File: config.mk
export PLATFORM = sky130hd
export DESIGN_NAME = fc_mac
export DESIGN_NICKNAME = d
export VERILOG_FILES = /design/src/fc_pkg.sv /design/src/fc_mac.sv
export VERILOG_INCLUDE_DIRS = /design/src
export SDC_FILE = /design/constraint.sdc
export NUM_CORES = 1
export LEC_CHECK = 0
export BUFFER_PORTS_ARGS = -buffer_cell sky130_fd_sc_hd__buf_2
export CORE_MARGIN = 4
export CORE_UTILIZATION = 53
export CTS_BUF_LIST = sky130_fd_sc_hd__clkbuf_2 sky130_fd_sc_hd__clkbuf_4 sky130_fd_sc_hd__clkbuf_8
export DETAILED_ROUTE_END_ITERATION = 10
export PLACE_DENSITY = 0.73
export SYNTH_ARGS = -nofsm -noshare
export SYNTH_HDL_FRONTEND = slang
export SYNTH_SLANG_ARGS = --single-unit
File: constraint.sdc
create_clock -name clk -period 8.9 [get_ports clk]
set_clock_uncertainty 0.05 [all_clocks]
set_input_delay 1.335 -clock clk [delete_from_list [all_inputs] [get_ports clk]]
set_output_delay 1.335 -clock clk [all_outputs]
set_load 0.02 [all_outputs]
File: src/fc_cfg.svh
`ifndef FC_CFG_SVH
`define FC_CFG_SVH

// Stream word and element widths
`define FC_WORD_W 32
`define FC_BYTE_W 8

// One lane per byte of a stream word
`define FC_LANES 4

// MAC datapath
`define FC_ACC_W 28
`define FC_MUL_STAGES 8

// Buffer depth is 2**FC_ADDR_W words
`define FC_ADDR_W 10

// Byte count on the size port
`define FC_SIZE_W 21

// Quantizer right shift before saturation to int8
`define FC_OUT_SHIFT 6

// Argmax index width
`define FC_IDX_W 10

`endif

File: src/fc_pkg.sv
`include "fc_cfg.svh"

package fc_pkg;

  typedef logic [`FC_WORD_W-1:0] word_t;
  typedef logic signed [`FC_BYTE_W-1:0] elem_t;
  typedef logic signed [`FC_ACC_W-1:0] acc_t;
  typedef logic [`FC_ADDR_W-1:0] addr_t;
  typedef logic [`FC_IDX_W-1:0] idx_t;

  // One-hot load command
  typedef logic [2:0] cmd_t;
  localparam int CMD_FEAT = 0;
  localparam int CMD_BIAS = 1;
  localparam int CMD_WGT = 2;

  typedef enum logic [2:0] {
    ST_IDLE,
    ST_RX_F,
    ST_RX_B,
    ST_RX_W,
    ST_READ,
    ST_FEED,
    ST_DRAIN,
    ST_SEND
  } state_t;

endpackage

File: src/fc_mac.sv
`timescale 1ns/10ps
`include "fc_cfg.svh"

module fc_mac (
  input  logic          clk,
  input  logic          rstn,
  input  logic          mac_valid,
  input  logic          mac_first,
  input  logic          mac_last,
  input  fc_pkg::elem_t a,
  input  fc_pkg::elem_t b,
  output fc_pkg::acc_t  acc,
  output logic          acc_done
);
  import fc_pkg::*;

  localparam int NS = `FC_MUL_STAGES;

  // Flags ride alongside the product, bit k-1 marks stage k
  logic [NS-1:0] vld_p;
  logic [NS-1:0] first_p;
  logic [NS-1:0] last_p;
  logic [NS-2:0] sign_p;

  logic [7:0] a_mag;
  logic [7:0] b_mag;
  logic [7:0] pp [8];
  logic [5:0] lo1 [4];
  logic [2:0] h1x [4];
  logic [3:0] h1y [4];
  logic [9:0] l1 [4];
  logic [7:0] lo2 [2];
  logic [2:0] h2x [2];
  logic [4:0] h2y [2];
  logic [11:0] l2 [2];
  logic [9:0] lo3;
  logic [2:0] h3x;
  logic [6:0] h3y;
  logic [15:0] mag;
  logic signed [15:0] prod;

  assign a_mag = a[7] ? -a : a;
  assign b_mag = b[7] ? -b : b;

  always_ff @(posedge clk) begin
    if (!rstn) begin
      vld_p <= '0;
    end else begin
      vld_p <= {vld_p[NS-2:0], mac_valid};
    end
  end

  ////////////////////////////////////////////////////////////
  // Unsigned 8x8 multiply, low half then high half per level
  ////////////////////////////////////////////////////////////
  always_ff @(posedge clk) begin
    first_p <= {first_p[NS-2:0], mac_first};
    last_p <= {last_p[NS-2:0], mac_last};
    sign_p <= {sign_p[NS-3:0], a[7] ^ b[7]};
    // Stage 1
    for (int i = 0; i < 8; i++) begin
      pp[i] <= b_mag[i] ? a_mag : '0;
    end
    // Stages 2 and 3, pairs at shift 1
    for (int i = 0; i < 4; i++) begin
      lo1[i] <= 6'(pp[2*i][4:0]) + 6'({pp[2*i+1][3:0], 1'b0});
      h1x[i] <= pp[2*i][7:5];
      h1y[i] <= pp[2*i+1][7:4];
      l1[i] <= {5'(h1x[i]) + 5'(h1y[i]) + 5'(lo1[i][5]), lo1[i][4:0]};
    end
    // Stages 4 and 5, pairs at shift 2
    for (int j = 0; j < 2; j++) begin
      lo2[j] <= 8'(l1[2*j][6:0]) + 8'({l1[2*j+1][4:0], 2'b00});
      h2x[j] <= l1[2*j][9:7];
      h2y[j] <= l1[2*j+1][9:5];
      l2[j] <= {5'(h2x[j]) + h2y[j] + 5'(lo2[j][7]), lo2[j][6:0]};
    end
    // Stages 6 and 7, final pair at shift 4
    lo3 <= 10'(l2[0][8:0]) + 10'({l2[1][4:0], 4'b0000});
    h3x <= l2[0][11:9];
    h3y <= l2[1][11:5];
    mag <= {7'(h3x) + h3y + 7'(lo3[9]), lo3[8:0]};
    // Stage 8 restores the sign
    prod <= sign_p[NS-2] ? -$signed(mag) : $signed(mag);
  end

  ////////////////////////////////////////////////////////////
  // Accumulate
  ////////////////////////////////////////////////////////////
  always_ff @(posedge clk) begin
    if (vld_p[NS-1]) begin
      acc <= first_p[NS-1] ? acc_t'(prod) : acc + acc_t'(prod);
    end
  end

  always_ff @(posedge clk) begin
    if (!rstn) begin
      acc_done <= 1'b0;
    end else begin
      acc_done <= vld_p[NS-1] && last_p[NS-1];
    end
  end

endmodule

==> results.md <==
* # setup viols final at 0
* Root Buffer: clkbuf_8
* Worst-path fanout max at 3
* Top_reg_cell synth: dfxtp_1
* Std cell rows at 53
* Remaining antenna violation count at 0
* Syn_area_per_cell at between 10 and 15 um2
* FMAX at approximately 0.32 GHz
* Nets at 1203
* Leak pwr at slightly below 0.006 uW
* Layout cells sized above 1 at 0.128
* Async set-reset flop share out of synthesis at 0
* Synth cell types at 50
* Vias at ~7000
* GP Congestion at between 0.8 and 0.9
* Reg2reg end: acc[20]
* Initial antenna violation count at 0
* Vias in the first global route at between 6000 and 7000
* CTS tree: yes
* First-pass GRT wire length at 30.5 mm
* Period utilization at 0.348
* Ports at 50
* Critical Path AT at between 3000 and 4000 ps
* Die area at between 20000 and 25000 um2
* Number of remaining DRC errors at 0
* Drt wl/cell at about 13 um
* Share of the synthesized area in the top cell type at 0.517
* Largest net degree at the start of global routing at 50
* FF/Latch Area at a little under 7000 um2
* Yosys warns at 0
* Post-synthesis sequential area ratio at 0.591
* Flop2flop setup slack at approximately 5800 ps
* Overflow after GRT at 0
* Worst r2r path cells at 11
* Post-Syn Area at between 10000 and 15000 um2
* Hold path endpoint: mag[7]
* Crit Reg-Reg Startpoint: acc[0]
* Startpoint types: register
* Chip height at 155 um
* Clk sinks at between 300 and 400
* Avg Vias per Cell at between 4 and 5
* Count leader, synth: dfxtp_1
* Design Area, Final at 13100 um2
* Synthesized instance count at approximately 1000
* Max Slew Vio Count at 0
* Met1 usage at 0.188
* Core box area at around 21000 um2
* Status: complete, no violations
* CTS max path bufs at 3
* Clock slew at reported path FFs at about 60 ps
* Total chip power at just under 4000 uW
* Total wire length at ~18 mm
* Critical path endpoint category: register
* Top cells by area, synth: dfxtp_1 (52%), ha_1 (8.2%), edfxtp_1 (7.3%), fa_1 (3.8%), xnor2_1 (3.7%)
* Max IR drop VDD at between 0.1 and 0.15 mV
* Skew-Pair Late Insertion Delay at about 560 ps
* GR Util met2 at 0.261
* Cts bufs inserted at 48
* Syn Nets at between 1000 and 1500
* Hold WC Path Type: register to register
* Post-CTS Repair Setup Buffers at 0
* First DRT Iteration DRCs at 191
* Cells on Worst Hold Path at 0
* Fill cells at about 1700
* Die Wd at between 150 and 200 um
* Critical path class: register to register
* Synthesis-to-finish area growth at 14.3%
* #FFs+latches synth at roughly 320
* Detail Placement HPWL at around 13 mm
* Pwr/cell area at 295 nW/um2
* Post-Route Setup TNS at 0 ps
* Port Buf Inserts at between 40 and 50
* Slew HR at 0.428
* CTS Hold Buffers Added at 0
* Area leader, netlist: dfxtp_1
* Max cap viols at 0
* Most frequent cells after synthesis: dfxtp_1 (296), nor2_1 (83), inv_1 (81)
* Busiest grt layer: met2
* Post-cts resize count at 0
* RSZ-0062 raised after global routing: no
* Final hold vios at 0
* N_diodes at 0
* HP Start: lo3[7]
* GRT met3 Usage at 0.0384
* Area post-placement at roughly 12000 um2
* Actual slew at the worst max-slew pin at about 850 ps
* Clock period minus final worst setup slack at roughly 3100 ps
* H-tree lvl count at 2
* Post-synth EDFFs at 28
* Total iterations of the first detailed-routing run at 5
* Total track usage at 0.152
* Worst path required time at slightly above 9000 ps
* Area of the multi-input gates at 4310 um2
* Final Util at 0.619
* Initial Util at 0.542
==> metal layers <==
metal  wire, um  up-vias  share of wire
li1           -     3542              -
met1       7720     3119           0.44
met2       8490      158           0.48
met3       1130       33          0.064
met4        377        0          0.021
met5          0        -              0
==> state kept, by name, summed over array words and instances (netlist names) <==
signal,cells
acc,28
sign_p,7
prod,16
lo3,10
l2,24
l1,40
mag,16
acc_done,1
h3x,3
h2x,6
h3y,7
first_p,8
pp,64
h1y,16
last_p,8
h2y,10
vld_p,8
lo1,24
lo2,16
h1x,12
==> worst max-delay path, cell delays in order (launching register included) <==
cell and delay, ps:
edfxtp_1 380, ha_1 240, inv_1 70, fa_1 250, nor2b_4 60, o31a_1 280
o41ai_2 350, o21ai_1 170, and3_4 180, or3_1 410, a311oi_1 280, o31ai_1 90
==> report_power, final <==
part / switching, uW / internal (uW) / total, uW
Clock: 534 / 786 / 1320
Sequential: 107 / 1750 / 1850
Combinational: 375 / 319 / 694
==> worst max-delay path by stage <==
stage | start | end | slack (ps) | depth (start not counted)
3_3_place_gp | a[0] | pp[1][22] | 5850 | 7
4_1_cts | acc[0] | acc[20] | 5790 | 11
5_1_grt | acc[0] | acc[20] | 5530 | 11
6_report | acc[0] | acc[20] | 5800 | 11
3_5_place_dp | a[0] | pp[0][30] | 5780 | 7
2_1_floorplan | acc[0] | acc[20] | 5930 | 11
==> final cells by class <==
cell class,count,share of cell area
Clock buffer,73,0.0710
Inverter,83,0.0238
Timing Repair Buffer,51,0.0199
Sequential cell,324,0.517
Multi-Input combinational cell,577,0.329
Clock inverter,13,0.0133
Tap cell,275,0.0263
==> stage by stage <==
| step | setup WS, ps | hold WS, ps | std cells |
|---|---|---|---|
| 6_report | 5800 | 251 | 1396 |
| 5_1_grt | 5530 | 243 | 1396 |
| 4_1_cts | 5790 | 237 | 1396 |
| 3_5_place_dp | 5780 | 262 | 1310 |
| 3_3_place_gp | 5850 | 260 | 1310 |
| 2_1_floorplan | 5930 | 260 | 1003 |
==> layout by cell type (no fill, tap or decap), types with 7 or more instances in the layout <==
cell type and instances:
xnor2_1 49, dfxtp_1 296, ha_1 75, edfxtp_1 28, nor2b_1 17, xor2_1 31, clkbuf_8 61, nand2_1 43
buf_2 49, a21oi_1 49, a21o_1 34, o21ai_0 47, nor2_1 83, nand3_1 11, nand4_1 7, clkbuf_4 12
nand2b_1 10, o31ai_1 10, fa_1 22, and2_1 12, inv_1 81
==> cell families (layout without fill, tap and decap cells) <==
group	Yosys count	after routing	share of synthesized area
flops	324	324	0.591
simple gates	219	219	0.0938
compound gates	176	176	0.0962
buf+inv	102	220	0.0334
fa+ha+maj	97	97	0.120
xor+xnor	80	80	0.0611
mux	5	5	0.00459
Power figures use the tool's default switching activity.
