===== src/fc_cfg.svh =====
`ifndef FC_CFG_SVH
`define FC_CFG_SVH

// Stream word and element widths
`define FC_WORD_W 32
`define FC_BYTE_W 8

// One lane per byte of a stream word
`define FC_LANES 4

// MAC datapath
`define FC_ACC_W 28
`define FC_MUL_STAGES 8

// Buffer depth is 2**FC_ADDR_W words
`define FC_ADDR_W 10

// Byte count on the size port
`define FC_SIZE_W 21

// Quantizer right shift before saturation to int8
`define FC_OUT_SHIFT 6

// Argmax index width
`define FC_IDX_W 10

`endif


===== src/fc_pkg.sv =====
`include "fc_cfg.svh"

package fc_pkg;

  typedef logic [`FC_WORD_W-1:0] word_t;
  typedef logic signed [`FC_BYTE_W-1:0] elem_t;
  typedef logic signed [`FC_ACC_W-1:0] acc_t;
  typedef logic [`FC_ADDR_W-1:0] addr_t;
  typedef logic [`FC_IDX_W-1:0] idx_t;

  // One-hot load command
  typedef logic [2:0] cmd_t;
  localparam int CMD_FEAT = 0;
  localparam int CMD_BIAS = 1;
  localparam int CMD_WGT = 2;

  typedef enum logic [2:0] {
    ST_IDLE,
    ST_RX_F,
    ST_RX_B,
    ST_RX_W,
    ST_READ,
    ST_FEED,
    ST_DRAIN,
    ST_SEND
  } state_t;

endpackage


===== src/fc_post.sv =====
`timescale 1ns/10ps
`include "fc_cfg.svh"

module fc_post (
  input  logic          clk,
  input  logic          rstn,
  input  logic          acc_done,
  input  fc_pkg::acc_t  acc0,
  input  fc_pkg::acc_t  acc1,
  input  fc_pkg::acc_t  acc2,
  input  fc_pkg::acc_t  acc3,
  input  fc_pkg::word_t bias_word,
  input  logic          last_group,
  input  logic          m_tready,
  output fc_pkg::word_t m_tdata,
  output logic          m_tvalid,
  output logic          m_tlast
);
  import fc_pkg::*;

  localparam int SAT_LO = `FC_OUT_SHIFT + `FC_BYTE_W - 1;

  acc_t lane_acc [`FC_LANES];
  word_t q_word;

  // ReLU, then shift and clamp to int8
  function automatic elem_t quant(acc_t r);
    if (r < 0) begin
      return '0;
    end
    if (|r[`FC_ACC_W-2:SAT_LO]) begin
      return elem_t'(2 ** (`FC_BYTE_W - 1) - 1);
    end
    return elem_t'(r[SAT_LO-1:`FC_OUT_SHIFT]);
  endfunction

  assign lane_acc = '{acc0, acc1, acc2, acc3};

  always_comb begin
    elem_t bias;
    for (int i = 0; i < `FC_LANES; i++) begin
      bias = elem_t'(bias_word[i*`FC_BYTE_W +: `FC_BYTE_W]);
      q_word[i*`FC_BYTE_W +: `FC_BYTE_W] = quant(lane_acc[i] + acc_t'(bias));
    end
  end

  always_ff @(posedge clk) begin
    if (!rstn) begin
      m_tvalid <= 1'b0;
      m_tlast <= 1'b0;
    end else if (acc_done) begin
      m_tvalid <= 1'b1;
      m_tlast <= last_group;
    end else if (m_tvalid && m_tready) begin
      m_tvalid <= 1'b0;
      m_tlast <= 1'b0;
    end
  end

  always_ff @(posedge clk) begin
    if (acc_done) begin
      m_tdata <= q_word;
    end
  end

endmodule


===== config.mk =====
export PLATFORM = sky130hd
export DESIGN_NAME = fc_post
export DESIGN_NICKNAME = d
export VERILOG_FILES = /design/src/fc_pkg.sv /design/src/fc_post.sv
export VERILOG_INCLUDE_DIRS = /design/src
export SDC_FILE = /design/constraint.sdc
export NUM_CORES = 1
export LEC_CHECK = 0
export ABC_AREA = 1
export BUFFER_PORTS_ARGS = -buffer_cell sky130_fd_sc_hd__buf_2
export CORE_UTILIZATION = 35
export CTS_BUF_LIST = sky130_fd_sc_hd__clkbuf_4
export DETAILED_ROUTE_END_ITERATION = 6
export PLACE_DENSITY = 0.63
export SYNTH_ARGS = -nofsm -noshare
export SYNTH_HDL_FRONTEND = slang
export SYNTH_SLANG_ARGS = --single-unit

===== constraint.sdc =====
create_clock -name clk -period 4.8 [get_ports clk]
set_input_delay 0.72 -clock clk [delete_from_list [all_inputs] [get_ports clk]]
set_output_delay 0.72 -clock clk [all_outputs]
set_load 0.05 [all_outputs]

==> summary.txt, run 1 <==
Max-slew headroom - 43.6%
Final min period - 2.90 ns
Post-CTS Setup Bufs - 0
Io pins - 183
FILL cells - 2987
First-pass GRT wire length - 44300 µm
Flop and latch count out of synthesis - 34
Share of cells above drive strength 1 - 11.9%
Hold_buf cts - 0
Worst setup SP type - input pin
MaxCap Viol Count - 0
Die H - 164 µm
Reg clk slew, reported paths - 0.14 ns
Syn Inst Count - 1753
Pins Over Slew Limit - 0
Post-Syn Area - 0.00923 mm²
Max Root-Sink Buffers - 2
Crit path kind - input pin to flip-flop
Root Driver - clkbuf_4
Final setup TNS - 0 ns
Clock skew - 0.000123 ns
Post-Route WL - 27300 µm
Setup crit end kind - flip-flop
DRT iter0 DRCs - 668
Peak VDD IR - 0.000166 V
Core area - 0.0260 mm²
Outcome - finished clean
Seq pwr share - 19.4%
Synth Area per Inst - 5.26 µm²
Final GP Congestion - 0.945
Overall power - 2.08 mW
Synth area leaders - nand2_1 32%, inv_1 15%, ha_1 14%, edfxtp_1 10%, nor2_1 6.1%
PwrDens - 195 mW/mm²
Period utilisation layout - 60.4%
Largest net degree at the start of global routing - 35
Largest area contributor in the netlist - nand2_1
Worst Hold Class - flip-flop to flip-flop
# H-tree levels - 2
RSZ-0062 raised after global routing - no
Die ar. - 0.0270 mm²
Grt total ovfl - 0
Area Overhead vs Synth - 15.6%
WL/cell - 12.0 µm
Detail Placement HPWL - 24100 µm
CTS Buf Count - 5
Worst setup path start - bias_word[7]
Latest clock arrival within the worst-skew pair - 0.37 ns
Clock power share - 14.3%
Count of final setup violators - 0
DR vias - 10600
Commonest non-fill, non-tap cell in the layout - nand2_1
Switch Pwr - 1.08 mW
Starting Density - 35.5%
WP data required - 4.94 ns
Die X - 164 µm
Total Nets Final - 2195
TritonRoute pass-1 iters - 5
IO Port Bufs - 182
Hold Vio Cnt, Final - 0
Synth top area share - 31.5%
DRC - 0
Pint - 0.999 mW
CP arrival - 3.04 ns
Initial antenna violation count - 2
Worst-path fanout max - 21
Yosys cell types - 29
GRT Total Usage - 20.3%
Comb power frac - 66.2%
Yosys warnings - 0
P_leak - 6.64 nW
Vias per inst - 4.63
Core Rows - 59
Net Count, Synth - 2006
Reg area - 0.00100 mm²
Sw Share - 52.0%
Multi-input logic area - 0.00687 mm²
FF-to-FF Start - m_tvalid
CTS tree - yes
Max Freq - 0.345 GHz
Number of global-route vias before repair - 9563
Commonest cells after routing, fill and taps aside - 775 x nand2_1, 361 x inv_1, 182 x buf_2
Sequential area share after synthesis - 10.8%
Antenna-violating nets left - 0
Slew @ Worst Pin - 0.846 ns
CTS sink cnt - 34
Worst hold path startpoint - m_tvalid
Post-CTS Resized - 0
==> logic make-up (layout without fill, tap and decap cells) <==
logic type	after synthesis	after routing	synth area share, %
and+or+nand+nor	1106	1106	49.5
adders and majority gates	104	104	14.1
other	0	1	0
DFF	34	34	10.8
AOI/OAI and AO/OA	106	106	6.14
xor gates and xnor gates	41	41	4.71
buffers and inverters	362	552	14.7
==> worst paths after layout <==
path	to	slack [ns]	cells past startpoint
setup / recovery	m_tdata[1]	1.90	15
setup reg to reg	m_tlast	4.12	3
hold / removal	m_tvalid	0.50	2
hold reg to reg	m_tvalid	0.50	2
==> synthesized netlist by cell type <==
| cell type | n |
|---|---|
| nand3_1 | 87 |
| a31oi_1 | 1 |
| nor3_1 | 11 |
| nor4_1 | 2 |
| nand2_1 | 775 |
| o21a_1 | 5 |
| a21oi_1 | 77 |
| xnor2_1 | 15 |
| inv_1 | 361 |
| nor2_2 | 8 |
| nand3_2 | 5 |
| xor2_4 | 4 |
| nand3b_4 | 1 |
| and2_1 | 3 |
| o21bai_1 | 7 |
| nand4_1 | 24 |
| o21ai_0 | 13 |
| nor3_2 | 4 |
| dfxtp_1 | 2 |
| ha_1 | 104 |
| a21boi_0 | 2 |
| xor2_1 | 22 |
| nand2_4 | 2 |
| nand2_2 | 17 |
| edfxtp_1 | 32 |
| inv_2 | 1 |
| o21ai_1 | 1 |
| nor2_1 | 149 |
| nand3b_1 | 18 |
==> critical path: stages <==
cell and delay, ns:
buf_2 0.25, ha_1 0.45, nand2_1 0.12, nor2_1 0.26
nand2_1 0.16, nor2_1 0.12, nand2_1 0.12, nand4_1 0.12
nand2_1 0.05, nor2_1 0.10, nand2_1 0.06, nor2_1 0.12
nand2_1 0.12, nand2_2 0.15, nand2_1 0.10
==> area by class of cell <==
type                            count  area share (%)
Antenna cell                        1          0.0235
Clock buffer                        5           0.352
Clock inverter                      3           0.645
Inverter                          362            12.7
Multi-Input combinational cell   1357            64.4
Sequential cell                    34            9.39
Tap cell                          335            3.93
Timing Repair Buffer              182            8.54
==> sequential cells by signal (all words and copies together), names as in the netlist <==
signal	count
m_tdata	32
m_tlast	1
m_tvalid	1
==> through the flow <==
stage          std cells  hold slack, ns  worst slack (ns)  instance area, µm²  util [%]
2_1_floorplan       1753           0.697              2.39                9230         -
3_3_place_gp        2270           0.472              1.55               10600      40.6
3_5_place_dp        2270           0.486              1.53               10600      40.6
4_1_cts             2278           0.503              1.94               10700      41.0
5_1_grt             2279           0.522              1.72               10700      41.0
6_report            2279           0.499              1.90               10700      41.0
==> metal layers <==
layer | track usage, % | part of all wire [%] | vias to the layer above
li1 | - | - | 5749
met1 | 27.5 | 48 | 4520
met2 | 34.6 | 45 | 255
met3 | 1.64 | 5.2 | 29
met4 | 4.59 | 1.7 | 2
met5 | 0 | 0.048 | -
==> power by group through the flow <==
stage	combinational, mW	clock, mW	sequential (mW)
finish	1.38	0.299	0.405
global route	1.55	0.312	0.411
CTS	1.38	0.303	0.406
detailed placement	1.38	0	0.413
global placement	1.37	0	0.413
floorplan	0.829	0	0.597
(Power assumes the default switching activity.)
==> run 2: changes to the inputs <==
- ABC_AREA: 1 -> 0
- PLACE_DENSITY: 0.63 -> 0.68
- clock period: 4.8 -> 2.45 ns (I/O delays scaled with it)
==> summary.txt, run 2 <==
Clock skew - 0.000160 ns
Share of cells above drive strength 1 - 50.2%
Hold_buf cts - 0
Post-Route WL - 21200 µm
Worst Hold Class - input pin to flip-flop
Worst setup SP type - input pin
Worst Path Buf+Inv - 2
Sequential area share after synthesis - 15.7%
Commonest non-fill, non-tap cell in the layout - buf_4
Initial antenna violation count - 1
Setup crit end kind - flip-flop
Max reg flops - 32
Reg2Reg Depth - 4
Period utilisation layout - 122%
Peak VDD IR - 0.000382 V
Number of flops mapped to enable cells by yosys - 32
Syn Inst Count - 821
First-pass GRT wire length - 33500 µm
Post-route insts no fill - 1499
Biggest regs - m_tdata: 32 flops, m_tlast: 1 flops, m_tvalid: 1 flops
Commonest cells in the netlist - 117 x a21oi_1, 104 x ha_1, 81 x nand2_1
Largest net degree at the start of global routing - 27
Flop and latch count out of synthesis - 34
Core area - 0.0179 mm²
DRC - 0
Grt total ovfl - 0
Die X - 137 µm
DRT iter0 DRCs - 343
Hold WS - 0.247 ns
Detail Placement HPWL - 16900 µm
Net Count, Synth - 1074
Outcome - finished with violations
PwrDens - 366 mW/mm²
Failing checks - negative setup slack
IO Port Bufs - 182
GRT Total Usage - 21.7%
Largest stage delay, worst path - 0.48 ns
RSZ-0062 raised after global routing - yes
Pins Over Slew Limit - 0
Top_reg_cell synth - edfxtp_1
Post-Place Cell Area - 0.00999 mm²
Crit path kind - input pin to flip-flop
P_leak - 4.97 nW
CTS sink cnt - 34
Reg clk slew, reported paths - 0.11 ns
Most frequent cell after synthesis - a21oi_1
Crit path depth - 12
Yosys cell types - 63
CTS Buf Count - 5
Area Overhead vs Synth - 75.5%
Die H - 137 µm
Synth top area share - 20.4%
Count of final setup violators - 32
Synth area leaders - ha_1 20%, edfxtp_1 15%, a21oi_1 9.2%, nand2_1 4.8%, o21ai_0 4.5%
Family with the most delay on the worst path - simple AND/OR/NAND/NOR gates
Yosys warnings - 0
Slew @ Worst Pin - 0.567 ns
Max-slew headroom - 62.2%
Synth Area per Inst - 7.77 µm²
Core Rows - 49
Most flop-heavy register - m_tdata
Largest area contributor in the netlist - ha_1
Latest clock arrival within the worst-skew pair - 0.34 ns
MaxCap Viol Count - 0
Die ar. - 0.0188 mm²
Post-Syn Area - 0.00638 mm²
Slowest CP cell - or4_4
Root Driver - clkbuf_4
Worst-path fanout max - 8
Number of global-route vias before repair - 7526
Commonest cells after routing, fill and taps aside - 259 x buf_4, 169 x buf_2, 82 x a21oi_1
Hold Vio Cnt, Final - 0
Antenna-violating nets left - 0
Starting Density - 35.7%
Finished Cell Area - 0.0112 mm²
Final setup TNS - -9.34 ns
Synth async-reset ratio - 0%
WP data required - 2.65 ns
Final min period - 2.99 ns
Critical-path cell list - buf_6, ha_4, a311oi_4, nor3_4, o211a_1, or4_4, a221oi_2, o2111ai_1, or4_4, nor4_4, buf_6, nor3b_4
TritonRoute pass-1 iters - 5
Final worst setup slack - -0.542 ns
Total Nets Final - 1521
Hold Path Cell Cnt - 2
CP arrival - 3.19 ns
Vias per inst - 5.36
Placed Cells - 1462
CTS tree - yes
Max Freq - 0.334 GHz
WL/cell - 14.1 µm
Io pins - 183
Dpl ws - -1.16 ns
Final GP Congestion - 0.882
Max Root-Sink Buffers - 2
DR vias - 8028
# H-tree levels - 2
## run 2: changes by cell type in the layout (fill, tap and decap cells not counted), sizes merged, moves of 40 or more
cell   change
nand3     -70
a21oi     +40
o21ai     +47
nor2     -114
inv      -349
buf      +278
nand2    -713
## run 2: power breakdown
group,switching [mW],total (mW),internal (mW)
logic,1.59,3.03,1.43
clock network,0.199,0.306,0.107
registers,0.0253,0.770,0.744
## run 2: logic make-up after synthesis
group / count (synthesis) / share of synthesized area [%]
buffers and inverters: 33 / 1.94
AND/OR/NAND/NOR: 264 / 21.8
XOR/XNOR: 52 / 7.14
flip-flops: 34 / 15.7
adder cells (fa/ha/maj): 104 / 20.4
multiplexers: 7 / 1.10
AO/OA/AOI/OAI: 327 / 32.0
## run 2: layout make-up
cell class,count,area (µm²)
Inverter,13,48.8
Clock inverter,3,16.3
Tap cell,229,287
Fill cell,1514,6700
Timing Repair Buffer,460,3250
Sequential cell,34,1000
Multi-Input combinational cell,754,6560
Antenna cell,1,2.50
Clock buffer,5,37.5
## run 2: metrics by stage
step | util [%] | total power, mW
after global placement | 55.8 | 3.38
final | 62.6 | 4.10
after detailed placement | 55.8 | 3.42
after floorplan | - | 2.38
after global routing | 62.6 | 4.42
after CTS | 59.9 | 3.94
## run 2: worst register-to-register path, stage by stage, from the launching register on
cell and delay, ns:
dfxtp_1 0.37, nand2_1 0.06, nand2_1 0.05, o21ai_0 0.06
and2_1 0.17
## run 2: path summary, 6_finish.rpt
check / from / endpoint / slack [ns]
hold reg to reg: m_tlast / m_tlast / 0.60
setup reg to reg: m_tvalid / m_tlast / 1.65
setup / recovery: acc3[1] / m_tdata[31] / -0.54
hold / removal: rstn / m_tlast / 0.25
## run 2: what timing repair did
action,CTS,global route
pin swaps,58,55
hold endpoints to repair,0,0
cloned,1,0
setup buffers,21,9
setup endpoints to repair,32,32
resized for setup,101,76
## run 2: routing by layer
| metal | vias to the layer above | track usage, % | share of wire, % |
|---|---|---|---|
| met4 | 0 | 3.91 | 1.3 |
| met1 | 3727 | 27.5 | 45 |
| met2 | 163 | 39.4 | 50 |
| li1 | 4111 | - | - |
| met5 | - | 0 | 0 |
| met3 | 27 | 2.74 | 3.8 |
