===== src/fc_cfg.svh =====
`ifndef FC_CFG_SVH
`define FC_CFG_SVH

// Stream word and element widths
`define FC_WORD_W 32
`define FC_BYTE_W 8

// One lane per byte of a stream word
`define FC_LANES 4

// MAC datapath
`define FC_ACC_W 28
`define FC_MUL_STAGES 8

// Buffer depth is 2**FC_ADDR_W words
`define FC_ADDR_W 10

// Byte count on the size port
`define FC_SIZE_W 21

// Quantizer right shift before saturation to int8
`define FC_OUT_SHIFT 6

// Argmax index width
`define FC_IDX_W 10

`endif


===== src/fc_pkg.sv =====
`include "fc_cfg.svh"

package fc_pkg;

  typedef logic [`FC_WORD_W-1:0] word_t;
  typedef logic signed [`FC_BYTE_W-1:0] elem_t;
  typedef logic signed [`FC_ACC_W-1:0] acc_t;
  typedef logic [`FC_ADDR_W-1:0] addr_t;
  typedef logic [`FC_IDX_W-1:0] idx_t;

  // One-hot load command
  typedef logic [2:0] cmd_t;
  localparam int CMD_FEAT = 0;
  localparam int CMD_BIAS = 1;
  localparam int CMD_WGT = 2;

  typedef enum logic [2:0] {
    ST_IDLE,
    ST_RX_F,
    ST_RX_B,
    ST_RX_W,
    ST_READ,
    ST_FEED,
    ST_DRAIN,
    ST_SEND
  } state_t;

endpackage


===== src/fc_feed.sv =====
`timescale 1ns/10ps
`include "fc_cfg.svh"

module fc_feed (
  input  logic          clk,
  input  logic          rstn,
  input  logic          feed_load,
  input  logic          feed_first,
  input  logic          feed_last,
  input  fc_pkg::word_t f_word,
  input  fc_pkg::word_t w_word0,
  input  fc_pkg::word_t w_word1,
  input  fc_pkg::word_t w_word2,
  input  fc_pkg::word_t w_word3,
  output logic          feed_busy,
  output logic          mac_valid,
  output logic          mac_first,
  output logic          mac_last,
  output fc_pkg::elem_t feat_byte,
  output fc_pkg::elem_t w_byte0,
  output fc_pkg::elem_t w_byte1,
  output fc_pkg::elem_t w_byte2,
  output fc_pkg::elem_t w_byte3
);
  import fc_pkg::*;

  localparam int CW = $clog2(`FC_LANES);

  word_t f_sh;
  word_t w_sh [`FC_LANES];
  logic [CW-1:0] bcnt;
  logic first_q;
  logic last_q;
  logic last_byte;

  assign last_byte = (bcnt == '1);
  assign feed_busy = mac_valid && !last_byte;
  assign mac_first = mac_valid && first_q && (bcnt == '0);
  assign mac_last = mac_valid && last_q && last_byte;

  // Low byte goes out first
  assign feat_byte = elem_t'(f_sh[`FC_BYTE_W-1:0]);
  assign w_byte0 = elem_t'(w_sh[0][`FC_BYTE_W-1:0]);
  assign w_byte1 = elem_t'(w_sh[1][`FC_BYTE_W-1:0]);
  assign w_byte2 = elem_t'(w_sh[2][`FC_BYTE_W-1:0]);
  assign w_byte3 = elem_t'(w_sh[3][`FC_BYTE_W-1:0]);

  always_ff @(posedge clk) begin
    if (!rstn) begin
      mac_valid <= 1'b0;
      bcnt <= '0;
    end else if (feed_load) begin
      mac_valid <= 1'b1;
      bcnt <= '0;
    end else if (mac_valid) begin
      bcnt <= bcnt + CW'(1);
      if (last_byte) begin
        mac_valid <= 1'b0;
      end
    end
  end

  always_ff @(posedge clk) begin
    if (feed_load) begin
      f_sh <= f_word;
      w_sh[0] <= w_word0;
      w_sh[1] <= w_word1;
      w_sh[2] <= w_word2;
      w_sh[3] <= w_word3;
      first_q <= feed_first;
      last_q <= feed_last;
    end else begin
      f_sh <= f_sh >> `FC_BYTE_W;
      for (int i = 0; i < `FC_LANES; i++) begin
        w_sh[i] <= w_sh[i] >> `FC_BYTE_W;
      end
    end
  end

endmodule


===== config.mk =====
export PLATFORM = sky130hd
export DESIGN_NAME = fc_feed
export DESIGN_NICKNAME = d
export VERILOG_FILES = /design/src/fc_pkg.sv /design/src/fc_feed.sv
export VERILOG_INCLUDE_DIRS = /design/src
export SDC_FILE = /design/constraint.sdc
export NUM_CORES = 1
export LEC_CHECK = 0
export ABC_CLOCK_PERIOD_IN_PS = 1200
export BUFFER_PORTS_ARGS = -buffer_cell sky130_fd_sc_hd__clkbuf_2
export CORE_UTILIZATION = 41
export CTS_CLUSTER_SIZE = 20
export DETAILED_ROUTE_END_ITERATION = 8
export PLACE_DENSITY = 0.69
export SETUP_SLACK_MARGIN = 0.15
export SYNTH_ARGS = -nofsm -noshare
export SYNTH_HDL_FRONTEND = slang
export SYNTH_SLANG_ARGS = --single-unit
export TNS_END_PERCENT = 30

===== constraint.sdc =====
create_clock -name clk -period 1.2 [get_ports clk]
set_input_delay 0.24 -clock clk [delete_from_list [all_inputs] [get_ports clk]]
set_output_delay 0.24 -clock clk [all_outputs]
set_load 0.05 [all_outputs]

==> summary.txt, run 1 <==
Critical path
  – Arrival @ worst endpoint: roughly 1300 ps
  – Startpoint types: flop
  – CP max FO: 3
  – CP endpoint kind: primary output
  – Crit Path Category: flop to primary output
  – Critical Path RT: around 960 ps

Detailed routing
  – DRC violations left: 0
  – DR pass1 iterations: 4
  – Iteration-0 DRC count of the detailed router: between 70 and 80
  – Routed vias/inst: roughly 4.3
  – Final ANT Viol Nets: 0
  – DR WL/cell: 13.81 um
  – WL final: about 11 mm
  – DR vias: ~3300

Pwr
  – P_leak: about 3.7 nW
  – Switching share of power: between 20% and 30%
  – Net switching power: roughly 0.003 W
  – Power, Total: approximately 0.013 W
  – VDD IR max: 788.5 uV
  – Gate power share: between 10% and 20%
  – Clock network fraction of design power: between 30% and 40%
  – Reg power frac: between 40% and 50%
  – PD cells: around 1700 nW/um2
  – Int Pwr: slightly above 0.01 W

GRT
  – Largest net degree at the start of global routing: between 40 and 50
  – GR Overflow Total: 0
  – Vias in the first global route: roughly 3400
  – Antenna violations before repair: 0
  – First-pass GRT wire length: between 15 and 20 mm
  – All-layer global routing usage: 15.39%

Floorplan
  – Die extent in x: around 120 um
  – Std-Cell Rows: 42
  – Die Y: about 120 um
  – Initial Util: a little over two fifths
  – Core area: approximately 13000 um2
  – DIE AREA: 14090 um2
  – I/O pin count: roughly 210

Clock network
  – Clk Latency, worst-skew pair: 410 ps
  – CTS Sinks: 165
  – Root Buffer: clkbuf_16
  – Clk slew on worst S/H paths: about 60 ps
  – H-tree depth: 4
  – Clock buffer depth: 2
  – Cts bufs inserted: 17
  – CTS tree: yes

Timing
  – Slew Limit Fails: 0
  – Hold slack: 33.25 ps
  – Least-Margin Pin Slew: 169.7 ps
  – Slew Limit Headroom: 88.36%
  – Minimum clock period: between 1500 and 2000 ps
  – Setup TNS: -940.2 ps
  – Fin. Hold Viols: 0
  – Fin crit share: 128.0%
  – Count of final setup violators: 4
  – RSZ-0062 raised after global routing: yes
  – Fmax achieved: about 650 MHz
  – Worst Slack Setup Final: -336.5 ps
  – Clock Skew: ~4.6 ps

Layout
  – Area Growth Syn to Fin: 42.07%
  – Final #Nets: approximately 750
  – Area of the multi-input gates: 1874 um2
  – Final instance count without filler cells: between 700 and 800
  – Commonest non-fill, non-tap cell in the layout: clkbuf_2
  – Final Cell Area: a little under 8000 um2
  – Share of layout cells above drive strength 1: 70.83%
  – Inserted Diodes: 0
  – Fillers: between 1000 and 1500
  – Most frequent cells in the layout: clkbuf_2, dfxtp_1, mux2_2
  – Sequential Area: about 3400 um2

Logic synthesis
  – Synth Net Count: 563
  – Syn Area/Cell: about 14 um2
  – Distinct cells, synth: 18
  – Synth Instances: about 400
  – Synth Warn #: 0
  – Mapped cell area: 5585 um2
  – #FFs+latches synth: between 150 and 200
  – Sequential fraction of the synthesis area: approximately three fifths

Place
  – GP Congestion: 0.7793
  – Placed Cells: ~730
  – Dpl hpwl: around 7.5 mm
  – Area after DPL: ~6600 um2
  – IO buf count: roughly 210

Status
  – Status: finished with violations
  – Failing checks: negative setup slack

Hold path
  – Tightest Hold Check Type: primary input to flop

Job
  – Maxcap violations: 0
flip-flops by register name, summed over array words and instances (netlist names):
signal,count
w_sh,128
f_sh,32
last_q,1
mac_valid,1
first_q,1
bcnt,2
layout make-up:
class,count,share of cell area [%]
Multi-Input combinational cell,171,23.62
Clock buffer,25,6.512
Timing Repair Buffer,224,23.45
Tap cell,176,2.775
Clock inverter,6,0.8357
Inverter,2,0.1577
Sequential cell,165,42.65
worst max-delay path: stages, from the launching register on:
cell and delay [ps]:
dfxtp_4 380, inv_4 40, ha_4 140, and3_4 170
clkbuf_16 160
cell usage after synthesis:
library cell	n	share of area, %
nand2b_1	1	0.11
edfxtp_1	2	1.1
clkbuf_1	4	0.27
xnor2_1	1	0.16
inv_1	2	0.13
buf_6	6	1.2
mux2_2	81	16
ha_1	2	0.45
o21a_1	1	0.13
nor2b_1	1	0.11
buf_2	8	0.72
buf_4	40	5.4
and3_1	2	0.22
and2_1	40	4.5
mux2i_1	1	0.18
mux2_4	39	10
nor2_1	2	0.13
dfxtp_1	163	58
final timing paths:
| check | start | endpoint | slack [ps] | cells after the start |
|---|---|---|---|---|
| setup reg to reg | bcnt[0]$_SDFFE_PP0P_ | bcnt[1]$_SDFFE_PP0P_ | 220 | 4 |
| setup / recovery | bcnt[0]$_SDFFE_PP0P_ | mac_first | -340 | 4 |
| hold / removal | w_word1[25] | w_sh[0][57]$_SDFF_PN0_ | 30 | 2 |
| hold reg to reg | f_sh[31]$_SDFF_PN0_ | f_sh[23]$_DFF_P_ | 450 | 1 |
cells by family (layout without fill, tap and decap cells):
| logic type | Yosys count | count (layout) | share of synthesized area (%) |
|---|---|---|---|
| AO/OA/AOI/OAI | 1 | 1 | 0.1345 |
| XOR/XNOR | 1 | 1 | 0.1568 |
| adder cells (fa/ha/maj) | 2 | 2 | 0.4480 |
| buffers and inverters | 60 | 257 | 7.706 |
| flip-flops | 165 | 165 | 59.50 |
| multiplexers | 121 | 121 | 26.99 |
| AND/OR/NAND/NOR | 46 | 46 | 5.063 |
power by group through the flow:
stage / Combinational, W / Sequential (W) / Clock, W
2_1_floorplan: 0.00129 / 0.00615 / 0
5_1_grt: 0.00209 / 0.00618 / 0.00561
3_5_place_dp: 0.00159 / 0.00618 / 0
3_3_place_gp: 0.00156 / 0.00616 / 0
4_1_cts: 0.00195 / 0.00613 / 0.00535
6_report: 0.00198 / 0.00614 / 0.00522
what timing repair did:
action | 4_1_cts | 5_1_grt
setup buffers | 0 | 2
endpoints found under the hold margin | 2 | 0
hold buffers | 2 | 0
pin swaps | 2 | 2
setup endpoints to repair | 44 | 44
resized for setup | 155 | 27
through the flow:
stage | worst slack [ps] | utilization (%)
finish | -336.5 | 59.92
global route | -385.7 | 59.92
CTS | -366.8 | 59.52
detailed placement | -40.82 | 49.71
global placement | -19.63 | 49.71
floorplan | 141.6 | -
layer usage:
layer  global-route usage (%)  vias up  wire [um]
met3                    5.647       20        649
met4                    9.810        0        301
met5                        0        -          0
met1                    15.43     1506       4021
li1                         -     1646          -
met2                    26.83      117       5649
Power figures use the tool's default switching activity.
==> run 2, diff against run 1 <==
Settings changed: MAX_ROUTING_LAYER set to met4, REMOVE_ABC_BUFFERS set to 1.
==> summary.txt, run 2 (same netlist as run 1, synthesis figures left out) <==
Clock network
  – Clk Latency, worst-skew pair: 410 ps (about the same)
  – Clk slew on worst S/H paths: 60 ps (about the same)
  – Cts bufs inserted: 17 (unchanged)
  – CTS tree: yes
  – Clock buffer depth: 2 (unchanged)
  – CTS Sinks: 165 (unchanged)
  – H-tree depth: 4 (unchanged)
  – Root Buffer: clkbuf_16

GRT
  – Global Route met1 Usage: 16.72% (+1.3 points)
  – All-layer global routing usage: 15.16% (-0.23 points)
  – Largest net degree at the start of global routing: 42 (-13%)
  – Most used routing layer: met2
  – First-pass GRT wire length: 15.78 mm (-2.9%)
  – GR Overflow Total: 0 (unchanged)
  – Antenna violations before repair: 0 (unchanged)
  – Met2 GRT Util: 24.67% (-2.2 points)
  – Vias in the first global route: 3426 (-0.35%)
  – GR Layer Usage met3: 5.019% (-0.63 points)

Floorplan
  – Core area: 13240 um2 (unchanged)
  – Std-Cell Rows: 42 (unchanged)
  – Die extent in x: 118.7 um (unchanged)
  – Initial Util: 42.18% (unchanged)
  – I/O pin count: 209 (unchanged)
  – Die Y: 118.7 um (unchanged)
  – DIE AREA: 14090 um2 (unchanged)

Critical path
  – Worst r2r path cells: 5 (+1)
  – Worst r2r dst: mac_valid$_SDFF_PN0_
  – Startpoint types: flop
  – R2R setup slack: 110 ps (-110 ps)
  – Critical Path RT: 960 ps (about the same)
  – Crit Path Category: flop to primary output
  – CP endpoint kind: primary output
  – Arrival @ worst endpoint: 1280 ps (-20 ps)
  – Worst r2r src: bcnt[0]$_SDFFE_PP0P_
  – CP max FO: 3 (unchanged)
  – Crit. Startpoint: bcnt[1]$_SDFFE_PP0P_

Timing
  – Hold slack: 30.60 ps (-2.649 ps)
  – Slew Limit Fails: 0 (unchanged)
  – Worst Slack Setup Final: -323.0 ps (+13.50 ps)
  – Fmax achieved: 656.6 MHz (+0.89%)
  – Minimum clock period: 1523 ps (-13.50 ps)
  – Count of final setup violators: 4 (unchanged)
  – RSZ-0062 raised after global routing: yes
  – Setup TNS: -984.3 ps (-44.17 ps)
  – Slew Limit Headroom: 87.09% (-1.3 points)
  – Fin crit share: 126.9% (-1.1 points)
  – Fin. Hold Viols: 0 (unchanged)
  – Clock Skew: 5.217 ps (+0.5867 ps)
  – Least-Margin Pin Slew: 193.7 ps (+24.01 ps)

Detailed routing
  – Routed vias/inst: 4.265 (-0.28%)
  – DR pass1 iterations: 4 (unchanged)
  – DR WL/cell: 13.25 um (-4.0%)
  – Iteration-0 DRC count of the detailed router: 87 (+12%)
  – WL final: 10.15 mm (-4.4%)
  – DR vias: 3267 (-0.67%)
  – Final ANT Viol Nets: 0 (unchanged)
  – DRC violations left: 0 (unchanged)

Status
  – Failing checks: negative setup slack
  – Status: finished with violations

Hold path
  – WHS Endpoint: w_sh[0][61]$_SDFF_PN0_
  – Hold path start: w_word1[29]
  – Tightest Hold Check Type: primary input to flop
  – Hold Path Stages: 2 (unchanged)

Job
  – Maxcap violations: 0 (unchanged)

Pwr
  – PD cells: 1720 nW/um2 (+2.3%)
  – Power, Total: 0.01365 W (+2.2%)
  – VDD IR max: 1193 uV (+51%)
  – P_leak: 3.679 nW (about the same)

Layout
  – Final #Nets: 745 (-0.40%)
  – Top flop regs: w_sh (128), f_sh (32), bcnt (2)
  – Final Cell Area: 7934 um2 (about the same)
  – Inserted Diodes: 0 (unchanged)
  – Area Growth Syn to Fin: 42.05% (about the same)
  – Largest register FFs: 128 (unchanged)
  – Share of layout cells above drive strength 1: 70.68% (-0.15 points)
  – Biggest register: w_sh
  – Most frequent cells in the layout: clkbuf_2, dfxtp_1, mux2_2
  – Final core utilization: 59.91% (about the same)
  – Commonest non-fill, non-tap cell in the layout: clkbuf_2

Place
  – Area after DPL: 6560 um2 (-0.34%)
  – IO buf count: 208 (unchanged)
  – GP Congestion: 0.7360 (-5.6%)
  – Dpl hpwl: 7.085 mm (-5.1%)
run 2: cell count changes in the layout (fill, tap and decap cells not counted), moves of 3 or more:
cell,change
buf_4,-6
clkbuf_16,-4
buf_8,+3
bufinv_16,+3
clkbuf_8,-3
clkinv_2,+3
run 2: power by group:
group,internal [W],switching (W)
registers,0.00597,0.000173
clock network,0.00351,0.00203
logic,0.00113,0.000839
run 2: metal layers:
metal  share of wire, %  routed length, um
met5                  0                  0
met4                1.9                189
met3                6.4                651
met2                 51               5131
met1                 41               4178
run 2: stage by stage:
step | instances | worst slack, ps
finish | 766 | -323.0
global route | 766 | -362.3
CTS | 765 | -359.3
detailed placement | 731 | -13.54
global placement | 731 | 9.619
floorplan | 338 | -555.0
run 2: layout make-up:
type,instances,area (um2)
Tap cell,176,220.2
Fill cell,1061,5309
Timing Repair Buffer,221,1837
Inverter,2,12.51
Multi-Input combinational cell,171,1874
Clock buffer,21,450.4
Clock inverter,10,155.1
Sequential cell,165,3385
run 2: how the worst max path moves through the flow:
| stage | end | slack (ps) | cells after the start |
|---|---|---|---|
| 5_1_grt | mac_first | -360 | 4 |
| 2_1_floorplan | feed_busy | -560 | 1 |
| 4_1_cts | mac_first | -360 | 4 |
| 3_5_place_dp | mac_first | -10 | 4 |
| 6_report | mac_first | -320 | 4 |
| 3_3_place_gp | mac_first | 10 | 4 |
run 2: what timing repair did:
action                     in CTS  in global routing
setup buffers                   1                  1
gates resized for setup       152                 39
hold endpoints to repair        2                  0
hold buffers                    2                  0
setup endpoints to repair      44                 44
pin swaps                       1                  3
run 2: critical path, cell delays in order (launching register included):
cell,delay (ps)
dfxtp_4,360
inv_4,60
ha_4,110
and3_4,180
clkbuf_16,160
