[src/fc_cfg.svh]
`ifndef FC_CFG_SVH
`define FC_CFG_SVH

// Stream word and element widths
`define FC_WORD_W 32
`define FC_BYTE_W 8

// One lane per byte of a stream word
`define FC_LANES 4

// MAC datapath
`define FC_ACC_W 28
`define FC_MUL_STAGES 8

// Buffer depth is 2**FC_ADDR_W words
`define FC_ADDR_W 10

// Byte count on the size port
`define FC_SIZE_W 21

// Quantizer right shift before saturation to int8
`define FC_OUT_SHIFT 6

// Argmax index width
`define FC_IDX_W 10

`endif

[src/fc_pkg.sv]
`include "fc_cfg.svh"

package fc_pkg;

  typedef logic [`FC_WORD_W-1:0] word_t;
  typedef logic signed [`FC_BYTE_W-1:0] elem_t;
  typedef logic signed [`FC_ACC_W-1:0] acc_t;
  typedef logic [`FC_ADDR_W-1:0] addr_t;
  typedef logic [`FC_IDX_W-1:0] idx_t;

  // One-hot load command
  typedef logic [2:0] cmd_t;
  localparam int CMD_FEAT = 0;
  localparam int CMD_BIAS = 1;
  localparam int CMD_WGT = 2;

  typedef enum logic [2:0] {
    ST_IDLE,
    ST_RX_F,
    ST_RX_B,
    ST_RX_W,
    ST_READ,
    ST_FEED,
    ST_DRAIN,
    ST_SEND
  } state_t;

endpackage

[src/fc_argmax.sv]
`timescale 1ns/10ps
`include "fc_cfg.svh"

module fc_argmax (
  input  logic          clk,
  input  logic          rstn,
  input  logic          compute_start,
  input  logic          m_tvalid,
  input  logic          m_tready,
  input  fc_pkg::word_t m_tdata,
  output fc_pkg::idx_t  max_idx
);
  import fc_pkg::*;

  localparam elem_t ELEM_MIN = {1'b1, {(`FC_BYTE_W-1){1'b0}}};

  elem_t max_val;
  // Output index of byte 0 in the current word
  idx_t word_base;
  elem_t nxt_val;
  idx_t nxt_idx;

  // Later lanes win ties
  always_comb begin
    elem_t v;
    nxt_val = max_val;
    nxt_idx = max_idx;
    for (int i = 0; i < `FC_LANES; i++) begin
      v = elem_t'(m_tdata[i*`FC_BYTE_W +: `FC_BYTE_W]);
      if (v >= nxt_val) begin
        nxt_val = v;
        nxt_idx = word_base + idx_t'(i);
      end
    end
  end

  always_ff @(posedge clk) begin
    if (!rstn || compute_start) begin
      max_val <= ELEM_MIN;
      max_idx <= '0;
      word_base <= '0;
    end else if (m_tvalid && m_tready) begin
      max_val <= nxt_val;
      max_idx <= nxt_idx;
      word_base <= word_base + idx_t'(`FC_LANES);
    end
  end

endmodule

[config.mk]
export PLATFORM = sky130hd
export DESIGN_NAME = fc_argmax
export DESIGN_NICKNAME = d
export VERILOG_FILES = /design/src/fc_pkg.sv /design/src/fc_argmax.sv
export VERILOG_INCLUDE_DIRS = /design/src
export SDC_FILE = /design/constraint.sdc
export NUM_CORES = 1
export LEC_CHECK = 0
export BUFFER_PORTS_ARGS = -buffer_cell sky130_fd_sc_hd__buf_2
export CELL_PAD_IN_SITES_DETAIL_PLACEMENT = 1
export CELL_PAD_IN_SITES_GLOBAL_PLACEMENT = 1
export CORE_ASPECT_RATIO = 0.5
export CORE_MARGIN = 2
export CORE_UTILIZATION = 38
export CTS_BUF_LIST = sky130_fd_sc_hd__clkbuf_2 sky130_fd_sc_hd__clkbuf_4 sky130_fd_sc_hd__clkbuf_8
export CTS_CLUSTER_DIAMETER = 60
export DETAILED_ROUTE_END_ITERATION = 6
export GPL_TIMING_DRIVEN = 0
export PLACE_DENSITY_LB_ADDON = 0.15
export SYNTH_ARGS = -nofsm -noshare
export SYNTH_HDL_FRONTEND = slang
export SYNTH_SLANG_ARGS = --single-unit
[constraint.sdc]
create_clock -name clk -period 7.8 [get_ports clk]
set_input_delay 1.56 -clock clk [delete_from_list [all_inputs] [get_ports clk]]
set_output_delay 1.56 -clock clk [all_outputs]
set_load 0.05 [all_outputs]
==> results of run 1 <==
worst paths after layout:
path | cells past startpoint | slack (ps) | to | start
max | 37 | -10 | max_idx[4]$_SDFFE_PP0P_ | m_tdata[0]
min | 2 | 500 | word_base[9]$_SDFFE_PP0P_ | word_base[9]$_SDFFE_PP0P_
max reg2reg | 35 | 960 | max_idx[4]$_SDFFE_PP0P_ | max_val[0]$_SDFFE_PP0P_
min reg2reg | 2 | 500 | word_base[9]$_SDFFE_PP0P_ | word_base[9]$_SDFFE_PP0P_
through the flow:
step	setup WS, ps	power, mW
5_1_grt	-240	0.605
2_1_floorplan	26.4	0.298
4_1_cts	21.1	0.520
3_3_place_gp	-709	0.348
3_5_place_dp	-956	0.358
6_report	-11.0	0.569
critical path, delay by kind of cell:
kind | cells | cell delay, ps
AOI/OAI and AO/OA | 12 | 2320
adders and majority gates | 4 | 1000
buffers and inverters | 8 | 1070
muxes | 4 | 1170
and+or+nand+nor | 9 | 820
placed cells by master (no fill, tap or decap), types with 5 or more instances in the layout:
master	Yosys	routed
nand2_1	14	12
o21ai_1	5	6
mux2_2	10	8
buf_4	1	17
dfxtp_1	26	26
a21oi_2	0	5
a32oi_1	6	6
a21oi_1	17	10
buf_6	1	5
inv_1	21	20
nor2_1	29	25
mux2i_4	0	5
buf_2	0	45
o21ai_0	12	8
mux2i_1	17	11
ha_1	31	27
power breakdown:
part / total [mW] / internal [mW] / leakage [nW] / switching, mW
Sequential: 0.141 / 0.136 / 0.210 / 0.00428
Clock: 0.112 / 0.0687 / 0.0357 / 0.0435
Combinational: 0.316 / 0.155 / 1.05 / 0.161
cells by family after synthesis:
kind of cell / count (synthesis) / share of synthesized area
adders and majority gates: 32 / 0.189
DFF: 26 / 0.248
xor gates and xnor gates: 5 / 0.0208
and+or+nand+nor: 64 / 0.143
buffers and inverters: 28 / 0.0554
AOI/OAI and AO/OA: 64 / 0.204
muxes: 28 / 0.140
what timing repair did:
item | 4_1_cts | 5_1_grt
pin swaps | 20 | 17
setup endpoints to repair | 18 | 18
gates resized for setup | 21 | 30
buffers inserted | 14 | 4
metal layers:
layer	global-route usage	routed length, um	up-vias
met4	0.0348	104	0
met5	0	0	-
met3	0.0360	244	10
met2	0.391	3290	45
met1	0.276	3120	1027
li1	-	-	1031
state kept, by name (all words and copies together) (netlist names):
register,flops
word_base,8
max_val,8
max_idx,10
final cells by class:
cell class | instances | share of cell area
Sequential cell | 26 | 0.178
Tap cell | 73 | 0.0312
Clock buffer | 3 | 0.0141
Multi-Input combinational cell | 193 | 0.587
Clock inverter | 1 | 0.0103
Inverter | 21 | 0.0278
Timing Repair Buffer | 64 | 0.129
Buffer | 7 | 0.0226
==> results.toml, run 1 <==
[status]
outcome = "complete, but fails checks"
failed_checks = "negative setup slack"

[synth]
synth_flop_cell = "dfxtp_1"
yosysSeqAreaShare = 0.248
synth_top_area_frac = 0.248
synth_cells = 247
synth_edf_count = 0
async_flop_share = 0
yosysTopAreaCell = "dfxtp_1"
synth_nets = 315
syn_area_um2 = 2100
yosys.cell_count.top_type = "ha_1"
ys_ff_latch = 26
synth_area_leaders = "dfxtp_1 25%, ha_1 18%, mux2i_1 8.1%"
ys_warn_count = 0
synthTopCellsByCount = "31 x ha_1, 29 x nor2_1, 26 x dfxtp_1"
ys_types = 44
synth.avg_cell_area_um2 = 8.51

[layout]
fin_nets = 384
multi_input_area_um2 = 1720
num_antenna_cells = 0
num-fill-cells = 653
final_core_utilization = 0.543
finalNonFillerCells = 388
design_area_um2 = 2930
final-seq-area_um2 = 520
synthToLayoutAreaGrowth_pct = 39.4
drive_above_1_share = 0.390

[floorplan]
die_x_um = 109
dieHeight_um = 56.6
coreArea_um2 = 5400
num_io_pins = 47
rows = 19
initial_core_util = 0.389
die-area_um2 = 6180

[worst_setup_path]
end_kind = "register"
cp-start-kind = "primary input"
cp.required_ps = 7960
crit_type = "in -> reg"
cp_common_cell = "buf_6"
crit_fanout = 8
cpPeakStageDelay_ps = 370
critPathSlowestCell = "a2111o_1"
cp.arrival_ps = 7970

[grt]
grt_max_degree = 16
grt_pass1_wl_um = 10400
overflow = 0
grt_usage = 0.217
grt_pass1_vias = 2172
grt_antenna_before_repair = 0

[cts]
clock_path_buffers = 2
cts.sinks = 26
clock_latency_ps = 270
cts-hold-fix-buffers = 0
cts_root_buf = "clkbuf_8"
clk_pin_slew_ps = 90
cts_buffers = 3
cts_tree = "done"
cts-htree-levels = 1

[placed_design]
dp_cells = 366
port_buffers = 46
place_hpwl_um = 4860
place.gp.congestion = 0.750
dpl-instance-area_um2 = 2450

[power_and_ir_drop]
ir_drop_mv = 0.0958
p_per_area_nw_per_um2 = 194
p_leak_nw = 1.30

[timing]
fin_crit_ps = 7810
post-route-period-util = 1.00
fin_hold_ws_ps = 496
tns_ps = -11.0
setup_viol = 1
slew_viol_final = 0
setup_ws_ps = -11.0
finalClockSkew_ps = 1.29
grt_setup_unrepaired = "yes"
tightest_slew_ps = 643
max_freq_mhz = 128
hold_viol = 0
slew_headroom = 0.570

[routing]
first_pass_iters = 4
ant_nets = 0
vias = 2113
route.detailed.drc = 0
vias_per_cell = 5.45
finalWirelength_um = 6760
drtIter0Drc = 55
drt-wirelength-per-cell_um = 17.4

[worst_hold_path]
hold_class = "reg -> reg"

[job]
max-cap-violations = 0
Power figures use the tool's default switching activity.
==> inputs of run 2 (changes only) <==
Settings changed: CORE_ASPECT_RATIO 0.5 to 1.25.
==> results.toml, run 2 (synthesis results as in run 1) <==
[routing]
top_layer = "met4"
wl_met1_um = 2530
wl_met2_um = 3750
drtIter0Drc = 55
vias = 2102
first_pass_iters = 4
drt-wirelength-per-cell_um = 17.1
dr_wl_met3_um = 124
ant_nets = 0
finalWirelength_um = 6560
vias_per_cell = 5.49
route.detailed.drc = 0

[power_and_ir_drop]
switching_share = 0.377
p_sw_uw = 199
power.share.clock = 0.169
ir_drop_mv = 0.0847
p_int_uw = 329
power.total_uw = 527
p_leak_nw = 1.29
combPwrFrac = 0.564
power_frac_seq = 0.267
p_per_area_nw_per_um2 = 183

[layout]
largest_reg_flops = 10
final_common_cell = "buf_2"
synthToLayoutAreaGrowth_pct = 37.3
num_antenna_cells = 0
design_area_um2 = 2890
final_cell_mix = "46 x buf_2, 27 x ha_1, 26 x nor2_1, 26 x dfxtp_1"
fin_nets = 388
num-fill-cells = 637
drive_above_1_share = 0.398
top_regs = "max_idx x10, max_val x8, word_base x8"
regMostFlops = "max_idx"

[placed_design]
port_buffers = 46
place_hpwl_um = 4710
dpl-instance-area_um2 = 2440
place.gp.congestion = 0.836

[cts]
cts_root_buf = "clkbuf_8"
cts_tree = "done"
cts.sinks = 26
cts_buffers = 3
cts-hold-fix-buffers = 0
clock_latency_ps = 270
cts-htree-levels = 1
clk_pin_slew_ps = 90
clock_path_buffers = 2

[worst_setup_path]
rr_worst_depth = 32
crit_type = "in -> reg"
crit_fanout = 8
cp.arrival_ps = 7770
critPathLaunch = "m_tdata[0]"
critPathBufInv = 5
end_kind = "register"
r2r_end = "max_idx[6]$_SDFFE_PP0P_"
critPathTopFamily = "compound AO/OA/AOI/OAI gates"
cp_common_cell = "a21oi_2"
cpPeakStageDelay_ps = 420
cp-start-kind = "primary input"
critPathSlowestCell = "a2111o_1"
reg2reg_from = "max_val[0]$_SDFFE_PP0P_"
cp.required_ps = 7960
reg2reg_slack_ps = 1070

[timing]
max_freq_mhz = 131
hold_viol = 0
finalClockSkew_ps = 5.20
slew_viol_final = 0
slew_headroom = 0.619
tightest_slew_ps = 570
setup_viol = 0
fin_hold_ws_ps = 498
fin_crit_ps = 7610
grt_setup_unrepaired = "yes"
post-route-period-util = 0.975

[grt]
grt_max_degree = 15
grt_pass1_wl_um = 9870
grt_pass1_vias = 2125
grt_antenna_before_repair = 0
grt_usage = 0.203
overflow = 0

[floorplan]
num_io_pins = 47
initial_core_util = 0.391
dieHeight_um = 87.1
die-area_um2 = 6140
coreArea_um2 = 5370
rows = 30
die_x_um = 70.5

[worst_hold_path]
whs_path_depth = 2
min_from = "word_base[3]$_SDFFE_PP0P_"
hold_class = "reg -> reg"
hold_path_end = "word_base[3]$_SDFFE_PP0P_"

[status]
outcome = "finished clean"

[job]
max-cap-violations = 0
-- run 2: area by class of cell --
class,instances,area [um2],share of cell area
plain buffers,6,38.8,0.0134
inverters,21,81.3,0.0282
clock buffers,4,55.1,0.0191
multi-input cells,194,1700,0.588
well taps,64,80.1,0.0278
repair buffers,68,413,0.143
flip-flops and latches,26,520,0.180
-- run 2: routing by layer --
metal / track usage / vias to the layer above
met1: 0.231 / 1017
li1: - / 1043
met2: 0.392 / 34
met5: 0 / -
met4: 0.0699 / 0
met3: 0.0162 / 8
-- run 2: how the worst max path moves through the flow --
stage,slack [ps],depth (start not counted),end
global route,-120,36,max_idx[6]$_SDFFE_PP0P_
finish,190,34,max_idx[6]$_SDFFE_PP0P_
global placement,-760,36,max_idx[7]$_SDFFE_PP0P_
detailed placement,-790,36,max_idx[6]$_SDFFE_PP0P_
floorplan,30,36,max_idx[4]$_SDFFE_PP0P_
CTS,20,36,max_idx[6]$_SDFFE_PP0P_
-- run 2: per-stage QoR --
step                      utilization  TNS (ps)  cells  setup WS, ps
final                           0.538         0    383           192
after CTS                       0.488         0    372          16.8
after global placement          0.455    -11890    357          -765
after global routing            0.538      -915    383          -122
after floorplan                     -         0    247          26.4
after detailed placement        0.455    -12200    357          -785
-- run 2: power by group through the flow --
stage | Combinational, mW | Clock [mW] | Sequential, mW
6_report | 0.297 | 0.0890 | 0.141
5_1_grt | 0.326 | 0.0956 | 0.142
4_1_cts | 0.238 | 0.0903 | 0.140
3_5_place_dp | 0.210 | 0 | 0.143
3_3_place_gp | 0.208 | 0 | 0.143
2_1_floorplan | 0.154 | 0 | 0.144
-- run 2: tightest hold or removal path: stages, from the launching register on --
cell and delay [ps]:
dfxtp_1 340, nand2_1 60, a21oi_1 60
-- run 2: what timing repair did --
item | in CTS | in global routing
pin swaps | 8 | 24
gates resized for setup | 9 | 37
setup endpoints to repair | 18 | 18
setup buffers | 12 | 10
cloned | 0 | 1
==> inputs of run 3 (changes only) <==
Settings changed: ABC_AREA set to 1, CAP_MARGIN set to 30, CORE_UTILIZATION 38 to 36.
==> results.toml, run 3 <==
[placed_design]
place_hpwl_um = 5820
place.gp.congestion = 0.834
port_buffers = 46

[grt]
grt_max_degree = 16
grt_usage = 0.201
grt_pass1_vias = 2627
grt_pass1_wl_um = 11900
overflow = 0
grt_antenna_before_repair = 0

[worst_hold_path]
hold_class = "reg -> reg"

[layout]
final_core_utilization = 0.490
largest_reg_flops = 10
final_cell_mix = "89 x nand2_1, 51 x inv_1, 48 x buf_2"
num_antenna_cells = 0
synthToLayoutAreaGrowth_pct = 32.3
fin_nets = 508
regMostFlops = "max_idx"
top_regs = "max_idx x10, max_val x8, word_base x8"
drive_above_1_share = 0.271
num-fill-cells = 905
final_common_cell = "nand2_1"

[floorplan]
rows = 33
coreArea_um2 = 6520
die_x_um = 77.2
initial_core_util = 0.370
num_io_pins = 47
die-area_um2 = 7380
dieHeight_um = 95.5

[routing]
finalWirelength_um = 7710
ant_nets = 0
vias = 2620
vias_per_cell = 4.98
route.detailed.drc = 0
drt-wirelength-per-cell_um = 14.7
drtIter0Drc = 70
first_pass_iters = 4

[status]
outcome = "finished clean"

[worst_setup_path]
cp.required_ps = 7980
cp.arrival_ps = 7630
cpPeakStageDelay_ps = 320
critPathSlowestCell = "ha_1"
end_kind = "register"
crit_fanout = 10
crit_type = "in -> reg"
cp_common_cell = "nand2_1"
cp-start-kind = "primary input"

[timing]
hold_viol = 0
slew_viol_final = 0
fin_crit_ps = 7450
tightest_slew_ps = 949
tns_ps = 0
max_freq_mhz = 134
setup_viol = 0
post-route-period-util = 0.954
slew_headroom = 0.361
finalClockSkew_ps = 4.52

[cts]
cts-htree-levels = 1
clock_latency_ps = 280
cts.sinks = 26
cts_root_buf = "clkbuf_8"
cts_tree = "done"
cts_buffers = 3
clk_pin_slew_ps = 100
clock_path_buffers = 2

[synth]
async_flop_share = 0
synth_top_family_by_area = "simple AND/OR/NAND/NOR gates"
synth_cells = 366
synth_area_leaders = "dfxtp_1 22%, ha_1 16%, nand2_1 14%"
yosysSeqAreaShare = 0.216
yosys.cell_count.top_type = "nand2_1"
ys_types = 34
ys_warn_count = 0
synthTopCellsByCount = "90 x nand2_1, 51 x inv_1, 32 x a21oi_1, 32 x nor2_1, 31 x ha_1"
synth_top_area_frac = 0.216
synth-compound-area-share = 0.149
synth_nets = 434
synth.area.mux_share = 0
synth_xor_xnor_area_share = 0.00363
synth_edf_count = 0
yosysTopAreaCell = "dfxtp_1"
synth_simple_gate_area_frac = 0.372
synth-adder-area-share = 0.161
syn_area_um2 = 2410
synth_flop_cell = "dfxtp_1"
ys_ff_latch = 26
synth.avg_cell_area_um2 = 6.59

[job]
max-cap-violations = 0
-- run 3: cell count changes after synthesis, sizes merged, moves of 5 or more --
cell   change
a21oi     +15
a32oi      -6
and2       +5
inv       +32
mux2      -11
mux2i     -17
nand2     +84
nand3     +17
nand4     +10
nor2       +8
o21a       +9
-- run 3: metal layers --
layer / track usage / share of wire
met5: 0 / 0
met2: 0.413 / 0.54
met1: 0.218 / 0.42
met3: 0.0133 / 0.021
met4: 0.0565 / 0.016
-- run 3: path summary, 6_finish.rpt --
check | from | end | slack, ps | cells past startpoint
setup / recovery | m_tdata[5] | max_idx[9]$_SDFFE_PP0P_ | 350 | 44
hold reg to reg | max_val[6]$_SDFFE_PP0P_ | max_val[6]$_SDFFE_PP0P_ | 480 | 2
setup reg to reg | max_val[2]$_SDFFE_PP0P_ | max_idx[9]$_SDFFE_PP0P_ | 1310 | 46
hold / removal | max_val[6]$_SDFFE_PP0P_ | max_val[6]$_SDFFE_PP0P_ | 480 | 2
-- run 3: final cells by class --
class                   count  area, um2  area share
well taps                  87        109      0.0341
plain buffers               7       55.1      0.0172
multi-input cells         279       1790       0.561
flip-flops and latches     26        520       0.163
clock inverters             1       30.0     0.00940
clock buffers               3       41.3      0.0129
repair buffers             69        443       0.139
inverters                  54        203      0.0635
-- run 3: cell families after synthesis --
| group | after synthesis |
|---|---|
| flip-flops | 26 |
| XOR/XNOR | 1 |
| AO/OA/AOI/OAI | 63 |
| AND/OR/NAND/NOR | 184 |
| buffers and inverters | 61 |
| adder cells (fa/ha/maj) | 31 |
-- run 3: what timing repair did --
item | 4_1_cts | 5_1_grt
gates cloned | 0 | 2
setup endpoints to repair | 18 | 18
hold buffers | 0 | 0
pin swaps | 1 | 8
resized for setup | 13 | 20
setup buffers | 4 | 17
-- run 3: per-stage QoR --
stage               hold WS [ps]  instances  setup WS [ps]  area (um2)
floorplan                    437        366            148        2420
global placement             458        499          -1070        2760
detailed placement           465        499          -1250        2760
CTS                          479        507           25.4        2930
global route                 500        526          -76.8        3190
finish                       479        526            355        3190
-- run 3: critical path: cells and delay by family --
| family | cells | cell delay [ps] |
|---|---|---|
| AO/OA/AOI/OAI | 10 | 1710 |
| buffers and inverters | 7 | 910 |
| AND/OR/NAND/NOR | 22 | 2190 |
| adder cells (fa/ha/maj) | 4 | 1130 |
| XOR/XNOR | 1 | 110 |
Power of run 3 is left out: the tool's default activity adds up to more than one toggle a clock period on the data nets, which glitch-free logic cannot reach.
